File: src/hdl/int_macros.svh
`ifndef INT_MACROS_SVH
`define INT_MACROS_SVH

// Number of interrupt request lines and the width of a vector number.
`define INT_LINES 8
`define INT_VEC_W 3

// Descriptor table lives at a fixed byte address.
// Each entry holds two words, the offset first and the selector second.
`define IDT_BASE 32'h0000_1000

// The stack grows down from here.
`define STACK_TOP 32'h0000_2000

// Stack step, and the selector offset within an entry.
`define WORD_BYTES 32'd4

`endif

File: src/hdl/int_pkg.sv
package int_pkg;

   // ########################################
   // Sequencer states
   // ########################################

   // One pass through the list takes a single interrupt from drain to fetch redirect.
   typedef enum logic [3:0] {
      IDLE    = 4'd0,
      DRAIN   = 4'd1,   // Decode is told to stop and empty out.
      FLUSH   = 4'd2,
      PUSH    = 4'd3,
      READ_LO = 4'd4,
      WAIT_LO = 4'd5,
      READ_HI = 4'd6,
      WAIT_HI = 4'd7,
      LOAD    = 4'd8
   } int_state_e;

   // ########################################
   // Memory operations
   // ########################################

   typedef enum logic [1:0] {
      NONE     = 2'd0,
      PUSH_EIP = 2'd1,  // Write of the return EIP below the stack pointer.
      IDT_LO   = 2'd2,  // Offset word of the descriptor entry.
      IDT_HI   = 2'd3   // Selector word.
   } mem_op_e;

endpackage

File: src/hdl/int_mem_port.sv
`include "int_macros.svh"

module int_mem_port
   import int_pkg::*;
(
   input  logic                  clk,
   input  logic                  rst_n,
   input  mem_op_e               mem_op,
   input  logic [`INT_VEC_W-1:0] vector,
   input  logic [31:0]           return_eip,
   input  logic                  mem_ready,
   output logic                  mem_valid,
   output logic [31:0]           mem_address,
   output logic                  mem_wr_en,
   output logic [31:0]           mem_wr_data
);

   logic [31:0] stack_ptr;
   logic [31:0] push_addr;
   logic [31:0] entry_addr;
   logic [31:0] next_addr;
   logic        issue;
   logic        accept;

   assign push_addr  = stack_ptr - `WORD_BYTES;  // Pre-decrement push.
   assign entry_addr = `IDT_BASE + {{(32 - `INT_VEC_W - 3){1'b0}}, vector, 3'b000};

   // A new request starts only when none is outstanding.
   assign issue  = !mem_valid && (mem_op != NONE);
   assign accept = mem_valid && mem_ready;

   always_comb begin
      case (mem_op)
         PUSH_EIP: next_addr = push_addr;
         IDT_LO:   next_addr = entry_addr;
         IDT_HI:   next_addr = entry_addr + `WORD_BYTES;
         default:  next_addr = push_addr;
      endcase
   end

   // ########################################
   // Request control and stack pointer
   // ########################################

   always_ff @(posedge clk or negedge rst_n) begin
      if (!rst_n) begin
         mem_valid <= 1'b0;
         mem_wr_en <= 1'b0;
         stack_ptr <= `STACK_TOP;
      end else if (accept) begin
         mem_valid <= 1'b0;
         mem_wr_en <= 1'b0;
         if (mem_wr_en) begin
            stack_ptr <= push_addr;  // The push has landed.
         end
      end else if (issue) begin
         mem_valid <= 1'b1;
         mem_wr_en <= (mem_op == PUSH_EIP);
      end
   end

   // Address and data are loaded once per request and held until accepted.
   always_ff @(posedge clk) begin
      if (issue) begin
         mem_address <= next_addr;
         mem_wr_data <= return_eip;
      end
   end

endmodule

File: src/hdl/int_sequencer.sv
module int_sequencer
   import int_pkg::*;
(
   input  logic    clk,
   input  logic    rst_n,
   input  logic    or_int_vec,
   input  logic    decode_end_int,
   input  logic    mem_ready,
   input  logic    mem_dp_valid,
   output logic    busy,
   output logic    decode_start_int,
   output logic    flush,
   output logic    capture_bottom_eip,
   output mem_op_e mem_op,
   output logic    load_eip,
   output logic    reg_load_cs,
   output logic    fetch_load,
   output logic    int_clear
);

   int_state_e state;
   int_state_e state_next;

   // ########################################
   // State register and next state
   // ########################################

   always_ff @(posedge clk or negedge rst_n) begin
      if (!rst_n) begin
         state <= IDLE;
      end else begin
         state <= state_next;
      end
   end

   always_comb begin
      state_next = state;
      case (state)
         IDLE: begin
            if (or_int_vec) begin
               state_next = DRAIN;
            end
         end
         DRAIN: begin
            if (decode_end_int) begin
               state_next = FLUSH;
            end
         end
         FLUSH:   state_next = PUSH;
         PUSH: begin
            if (mem_ready) begin  // Request states move on acceptance.
               state_next = READ_LO;
            end
         end
         READ_LO: begin
            if (mem_ready) begin
               state_next = WAIT_LO;
            end
         end
         WAIT_LO: begin
            if (mem_dp_valid) begin  // Wait states move on returned data.
               state_next = READ_HI;
            end
         end
         READ_HI: begin
            if (mem_ready) begin
               state_next = WAIT_HI;
            end
         end
         WAIT_HI: begin
            if (mem_dp_valid) begin
               state_next = LOAD;
            end
         end
         LOAD:    state_next = IDLE;
         default: state_next = IDLE;
      endcase
   end

   // ########################################
   // Output decode
   // ########################################

   always_comb begin
      case (state)
         PUSH:    mem_op = PUSH_EIP;
         READ_LO: mem_op = IDT_LO;
         READ_HI: mem_op = IDT_HI;
         default: mem_op = NONE;
      endcase
   end

   assign busy               = (state != IDLE);
   assign decode_start_int   = (state == DRAIN);
   assign flush              = (state == FLUSH);
   assign capture_bottom_eip = (state == FLUSH);  // EIP is taken while the pipe is flushed.

   // Returned words are strobed straight into the capture registers.
   assign load_eip    = (state == WAIT_LO) && mem_dp_valid;
   assign reg_load_cs = (state == WAIT_HI) && mem_dp_valid;

   assign fetch_load = (state == LOAD);
   assign int_clear  = (state == LOAD);

endmodule

File: src/hdl/int_target_capture.sv
module int_target_capture (
   input  logic        clk,
   input  logic        rst_n,
   input  logic        capture_bottom_eip,
   input  logic [31:0] current_eip,
   input  logic        load_eip,
   input  logic        reg_load_cs,
   input  logic [31:0] mem_dp_read_data,
   output logic [31:0] return_eip,
   output logic [31:0] fetch_load_address,
   output logic [15:0] reg_cs
);

   // EIP of the oldest instruction left behind by the flush.
   always_ff @(posedge clk or negedge rst_n) begin
      if (!rst_n) begin
         return_eip <= '0;
      end else if (capture_bottom_eip) begin
         return_eip <= current_eip;
      end
   end

   // Offset word of the descriptor becomes the new fetch address.
   always_ff @(posedge clk or negedge rst_n) begin
      if (!rst_n) begin
         fetch_load_address <= '0;
      end else if (load_eip) begin
         fetch_load_address <= mem_dp_read_data;
      end
   end

   always_ff @(posedge clk or negedge rst_n) begin
      if (!rst_n) begin
         reg_cs <= '0;
      end else if (reg_load_cs) begin
         reg_cs <= mem_dp_read_data[15:0];  // Selector sits in the low half.
      end
   end

endmodule

File: src/hdl/int_unit_top.sv
`include "int_macros.svh"

module int_unit_top
   import int_pkg::*;
(
   input  logic                  clk,
   input  logic                  rst_n,
   input  logic [`INT_LINES-1:0] irq,
   input  logic [`INT_LINES-1:0] int_mask,
   input  logic [31:0]           current_eip,
   input  logic                  decode_end_int,
   input  logic                  mem_ready,
   input  logic                  mem_dp_valid,
   input  logic [31:0]           mem_dp_read_data,
   output logic                  decode_start_int,
   output logic                  flush,
   output logic                  mem_valid,
   output logic [31:0]           mem_address,
   output logic                  mem_wr_en,
   output logic [31:0]           mem_wr_data,
   output logic                  fetch_load,
   output logic [31:0]           fetch_load_address,
   output logic                  reg_load_cs,
   output logic [15:0]           reg_cs,
   output logic                  int_clear
);

   logic                  busy;
   logic                  or_int_vec;
   logic [`INT_VEC_W-1:0] vector;
   mem_op_e               mem_op;
   logic                  load_eip;
   logic                  capture_bottom_eip;
   logic [31:0]           return_eip;

   int_vector_select select_i (
      .clk        (clk),
      .rst_n      (rst_n),
      .irq        (irq),
      .int_mask   (int_mask),
      .busy       (busy),
      .int_clear  (int_clear),
      .or_int_vec (or_int_vec),
      .vector     (vector)
   );

   int_sequencer sequencer_i (
      .clk                (clk),
      .rst_n              (rst_n),
      .or_int_vec         (or_int_vec),
      .decode_end_int     (decode_end_int),
      .mem_ready          (mem_ready),
      .mem_dp_valid       (mem_dp_valid),
      .busy               (busy),
      .decode_start_int   (decode_start_int),
      .flush              (flush),
      .capture_bottom_eip (capture_bottom_eip),
      .mem_op             (mem_op),
      .load_eip           (load_eip),
      .reg_load_cs        (reg_load_cs),
      .fetch_load         (fetch_load),
      .int_clear          (int_clear)
   );

   int_mem_port mem_port_i (
      .clk         (clk),
      .rst_n       (rst_n),
      .mem_op      (mem_op),
      .vector      (vector),
      .return_eip  (return_eip),
      .mem_ready   (mem_ready),
      .mem_valid   (mem_valid),
      .mem_address (mem_address),
      .mem_wr_en   (mem_wr_en),
      .mem_wr_data (mem_wr_data)
   );

   int_target_capture capture_i (
      .clk                (clk),
      .rst_n              (rst_n),
      .capture_bottom_eip (capture_bottom_eip),
      .current_eip        (current_eip),
      .load_eip           (load_eip),
      .reg_load_cs        (reg_load_cs),
      .mem_dp_read_data   (mem_dp_read_data),
      .return_eip         (return_eip),
      .fetch_load_address (fetch_load_address),
      .reg_cs             (reg_cs)
   );

endmodule

File: src/hdl/int_vector_select.sv
`include "int_macros.svh"

module int_vector_select (
   input  logic                  clk,
   input  logic                  rst_n,
   input  logic [`INT_LINES-1:0] irq,
   input  logic [`INT_LINES-1:0] int_mask,
   input  logic                  busy,
   input  logic                  int_clear,
   output logic                  or_int_vec,
   output logic [`INT_VEC_W-1:0] vector
);

   logic [`INT_LINES-1:0] pending;
   logic [`INT_LINES-1:0] eligible;
   logic [`INT_LINES-1:0] clear_bits;
   logic [`INT_VEC_W-1:0] winner;

   assign eligible   = pending & ~int_mask;  // Masked lines stay pending.
   assign or_int_vec = |eligible;

   // Only the vector being served gets its pending bit cleared.
   always_comb begin
      clear_bits = '0;
      if (int_clear) begin
         clear_bits[vector] = 1'b1;
      end
   end

   // Scan from the top so that the lowest eligible index is the last one written.
   always_comb begin
      winner = '0;
      for (int i = `INT_LINES - 1; i >= 0; i--) begin
         if (eligible[i]) begin
            winner = `INT_VEC_W'(i);
         end
      end
   end

   always_ff @(posedge clk or negedge rst_n) begin
      if (!rst_n) begin
         pending <= '0;
         vector  <= '0;
      end else begin
         pending <= (pending & ~clear_bits) | irq;  // A fresh request on the taken line survives.
         if (!busy) begin
            vector <= winner;  // Frozen once the sequencer has left IDLE.
         end
      end
   end

endmodule
File: config.mk
export PLATFORM = sky130hd
export DESIGN_NAME = int_unit_top
export DESIGN_NICKNAME = d
export VERILOG_FILES = /design/src/hdl/int_pkg.sv /design/src/hdl/int_mem_port.sv /design/src/hdl/int_sequencer.sv /design/src/hdl/int_target_capture.sv /design/src/hdl/int_unit_top.sv /design/src/hdl/int_vector_select.sv
export VERILOG_INCLUDE_DIRS = /design/src /design/src/hdl
export SDC_FILE = /design/constraint.sdc
export NUM_CORES = 1
export LEC_CHECK = 0
export BUFFER_PORTS_ARGS = -buffer_cell sky130_fd_sc_hd__buf_2
export CORE_MARGIN = 2
export CORE_UTILIZATION = 36
export CTS_CLUSTER_SIZE = 20
export DETAILED_ROUTE_END_ITERATION = 8
export PLACE_DENSITY = 0.57
export SLEW_MARGIN = 20
export SYNTH_ARGS = -nofsm -noshare
export SYNTH_HDL_FRONTEND = slang
export SYNTH_SLANG_ARGS = --single-unit
File: constraint.sdc
create_clock -name clk -period 8.3 [get_ports clk]
set_clock_uncertainty 0.1 [all_clocks]
set_input_delay 0.83 -clock clk [delete_from_list [all_inputs] [get_ports clk]]
set_output_delay 0.83 -clock clk [all_outputs]
set_load 0.05 [all_outputs]
---- Word-level counts from Yosys, hierarchy flattened ----
Cells that the tools add are included.
word-level totals
  flip-flop bits (word level) ............. 193
  bits of input ports ..................... 85
  output and inout port bits .............. 119
  word-level logic and storage cells ...... 77
cells by class
  add/subtract/negate cells ............... 3
  $lt $le $gt $ge ......................... 2
  equality and inequality tests ........... 18
  muxes and demuxes ....................... 25
  bitwise gates (word level) .............. 5
  reductions and logical operators ........ 13
operator list
  operator                 number
  $pmux W32 S2             1
  $add A32 B3 Y32 const B  1
  $pmux W4 S8              1
  $sub A32 B3 Y32 const B  1
  $mux W4                  7
  $mux W3                  8
  $and A8 B8 Y8            2
  $eq A4 B3 Y1 const B     4
  $not A8 Y8               2
  $add A13 B6 Y14 const A  1
  $ne A2 B2 Y1 const B     7
  $eq A4 B2 Y1 const B     2
  $mux W8                  1
  $or A8 B8 Y8             1
  $reduce_or A8 Y1         1
  $reduce_and A7 Y1        1
  $pmux W2 S3              1
  $logic_and A1 B1 Y1      5
  $mux W1                  5
  $eq A2 B2 Y1 const B     2
  $eq A4 B1 Y1 const B     1
  $eq A4 B4 Y1 const B     1
  $logic_not A4 Y1         1
  $lt A3 B4 Y1 const B     1
  7 further kinds          8

---- Logic depth before layout (Yosys ltp) ----
  depth in word-level cells ............... 10
  mapped depth ............................ 8
  gate-level depth less buffers ........... 7

---- Cells and area by module ----
A second synthesis with hierarchy kept.
second synthesis, totals
  cells, all modules ...................... 580
  area total of the unflattened synthesis .. 8,311.7 um^2
by module, submodules not included
  module              instances  cells an instance  area an instance (um^2)  seq. area each (um^2)
  int_mem_port        1          313                4,073.9                  2,663.8
  int_target_capture  1          170                3,339.5                  2,001.9
  int_vector_select   1          58                 564.3                    275.3
  int_sequencer       1          39                 334.1                    100.1

---- Worst setup path before layout ----
OpenSTA, ideal clock, no wires.
  path kind ............................... register to register
  from .................................... register sequencer_i.state[0]
  to ...................................... register mem_port_i.mem_address[10] (enable)
  setup time .............................. 0.561 ns
  data arrival time ....................... 5.035 ns
  data required time ...................... 7.639 ns
  path slack .............................. 2.604 ns
  stages on the path, launching flop included .. 5
  path buffers ............................ 1
  period minus slack after synthesis ...... 5.696 ns
  cell sequence ........................... dfrtp_1 clkbuf_1 nor2b_1 a21oi_1 nor3_1
on the way
  cells in the longest elaborated chain, start to end .. 4
  elaborated cells between the ends (all ways) .. 6
  those cells by class .................... 3 x eq/ne; 1 x mux; 2 x reduce/logical
RTL lines
  element                                       line                 text
  from (decl)                                   int_sequencer.sv:21  int_state_e state;
  from (signal assigned)                        int_sequencer.sv:32  state <= state_next;
  $eq A4 B3 Y1 or $eq A4 B2 Y1 (tied branches)  int_sequencer.sv:85  case (state)
  $pmux W2 S3 (*)                               int_sequencer.sv:85
  $reduce_bool A2 Y1 (*)                        int_mem_port.sv:29   assign issue = !mem_valid && (mem_op != NONE);
  $logic_and A1 B1 Y1 (*)                       int_mem_port.sv:29
  via mem_port_i.issue                          int_mem_port.sv:22   logic issue;
  to (signal assigned)                          int_mem_port.sv:65   mem_address <= next_addr;
  to (decl)                                     int_mem_port.sv:13   output logic [31:0] mem_address,
The timed path passes the listed nets; every way through them passes the cells marked *.
A chain may end at the register's enable or synchronous reset.

---- Worst setup path in the final report ----
  from .................................... register sequencer_i.state[0]
  to ...................................... output port reg_load_cs
on the way
  cells in the longest elaborated chain, start to end .. 2
RTL lines
  element              line                  text
  $eq A4 B3 Y1         int_sequencer.sv:100  assign reg_load_cs = (state == WAIT_HI) && mem_dp_valid;
  $logic_and A1 B1 Y1  int_sequencer.sv:100
  to (decl)            int_unit_top.sv:23    output logic reg_load_cs,
No other way between the ends.

==> flow_summary.ini <==
[outcome]
outcome = completed

[sta]
timing.fmax_mhz = 272.6
max_slew_margin = 0.4257
min_period_ns = 3.669
rsz0062_at_grt = no
hold_violations = 0
slew_violations = 0
tightest_slew_ns = 0.8495
fin_crit_sh = 0.4420
setup_viol = 0
setup_tns_ns = 0

[logic_synthesis]
syn_area_mm2 = 0.007786
yosys.area.top_type = dfrtp_1
ys_warn_count = 0
ys.flop_type = dfrtp_1
synth_area_leaders = dfrtp_1, edfxtp_1, mux2_2, nand2_1, xnor2_1
ys_async_sr_fraction = 0.6720
synth-seq-cells = 189
syn_inst = 601
synth.distinct_cells = 50
avgSynthCellArea_um2 = 12.96
synth_edf_count = 62
yosysSeqAreaShare = 0.6474
synth_top_area_share = 0.4049

[cts]
clock_latency_ns = 0.42
cts_buffer_depth = 2
cts-resized-gates = 0
ctsHtreeMaxLevel = 4
cts_made_buffers = 17
cts_hold_buf = 0
cts_setup_buffers = 0
clk_pin_slew_worst_paths_ns = 0.07
cts_tree = built
cts_sinks = 189
cts.root.buffer_cell = clkbuf_16

[run]
maxCapViolCount = 0

[critical_path]
cp_max_fo = 18
critPathArrivalTime_ns = 2.74
critPathRequiredTime_ns = 7.37
criticalPathCategory = register to primary output
end_kind = primary output
critPathLaunchType = register

[global_routing]
overflow = 0
antenna_found_initial = 0
grt_max_degree = 74
grt_pass1_wl_um = 26230
globalRouteTotalUtil = 0.1464
grt_pass1_vias = 5063

[detailed_routing]
wl_per_cell_um = 14.97
drt-initial-drc-count = 178
vias_per_cell = 4.695
wirelength_um = 16190
dr.pass1.iters = 4
post-route-drc-count = 0
ant_nets = 0
num_vias = 5080

[finish]
fin_nets = 880
drive_gt1_frac = 0.4002
n_antenna_cell = 0
nFillCells = 1968
multiInputGateArea_mm2 = 0.002582
final_common_cell = buf_2
layout_common_cells = buf_2, dfrtp_1, nand2_1
regArea_mm2 = 0.005041
syn2layout_area_growth_pct = 23.78
fin_area_mm2 = 0.009638

[floorplan]
die_area_mm2 = 0.02282
die_x_um = 151.1
core-area_mm2 = 0.02115
fp.dieH_um = 151.1
io_pins = 204
initial_core_util = 0.3681
num_rows = 53

[placement]
gp_congestion = 0.7393
io_buffer_count = 201
place_area_mm2 = 0.009040
hpwl_um = 11130

[worst_hold_path]
hold_path.class = input pin to asynchronous set/reset pin
-- cell usage after synthesis, drive strengths merged, types with 13 or more instances --
library cell and number:
edfxtp 62, xnor2 31, dfrtp 126, mux2 65
nand2 78, xor2 23, nor4 15, clkbuf 26
nor2 43, nor3 20, nand2b 13
-- flip-flops by register name (all words and copies together) (netlist names) --
signal,count
capture_i.reg_cs,16
mem_port_i.stack_ptr,30
mem_port_i.mem_wr_en,1
mem_port_i.mem_valid,1
capture_i.return_eip,32
sequencer_i.state,4
capture_i.fetch_load_address,32
select_i.vector,3
select_i.pending,8
mem_port_i.mem_wr_data,32
mem_port_i.mem_address,30
-- worst max-delay path: stages, from the launching register on --
cell,delay [ns]
dfrtp_1,0.66
nand4_1,0.73
clkinv_1,0.58
buf_2,0.35
-- metrics by stage --
| step | std cells | utilization | worst slack, ns | hold WS, ns |
|---|---|---|---|---|
| after global routing | 1082 | 0.4556 | 4.353 | 0.2216 |
| after global placement | 1049 | 0.4273 | 4.904 | 0.3236 |
| after floorplan | 602 | - | 2.604 | 0.3211 |
| final | 1082 | 0.4556 | 4.631 | 0.2132 |
| after detailed placement | 1049 | 0.4273 | 4.843 | 0.3284 |
| after CTS | 1081 | 0.4543 | 4.608 | 0.3450 |
-- final cells by class --
cell class / count / share of cell area
sequential: 189 / 0.5230
multi-input combinational: 372 / 0.2679
tap: 275 / 0.03570
inverter: 7 / 0.002726
timing repair buffer: 207 / 0.1114
clock buffer: 18 / 0.04557
clock inverter: 14 / 0.01363
-- kinds of logic after synthesis --
logic type	count (synthesis)	share of synthesized area
xor gates and xnor gates	54	0.06074
muxes	66	0.09529
AOI/OAI and AO/OA	36	0.02925
adders and majority gates	1	0.001607
buffers and inverters	41	0.02394
and+or+nand+nor	213	0.1413
DFF	189	0.6474
other	1	0.0004816
-- final timing paths --
check	depth (start not counted)	start	endpoint	slack [ns]
setup / recovery	3	sequencer_i.state[0]$_DFFE_PN0P_	reg_load_cs	4.63
setup reg to reg	7	mem_port_i.stack_ptr[2]$_DFFE_PN0P_	mem_port_i.mem_address[28]$_DFFE_PP_	5.41
max in group asynchronous	3	rst_n	capture_i.return_eip[22]$_DFFE_PN0P_	6.56
hold reg to reg	0	capture_i.return_eip[31]$_DFFE_PN0P_	mem_port_i.mem_wr_data[31]$_DFFE_PP_	0.34
hold / removal	1	rst_n	select_i.pending[5]$_DFF_PN0_	0.21
min in group clk	0	capture_i.return_eip[31]$_DFFE_PN0P_	mem_port_i.mem_wr_data[31]$_DFFE_PP_	0.34
-- routing by layer --
metal | GRT usage | share of wire | vias to the layer above
met3 | 0.04578 | 0.070 | 11
met1 | 0.2031 | 0.45 | 2452
met2 | 0.2220 | 0.47 | 161
met4 | 0.04206 | 0.0098 | 0
li1 | - | - | 2456
met5 | 0 | 0 | -
Power is not shown: default switching activity piles up to over one toggle a cycle in this logic, so the estimate is an artifact.
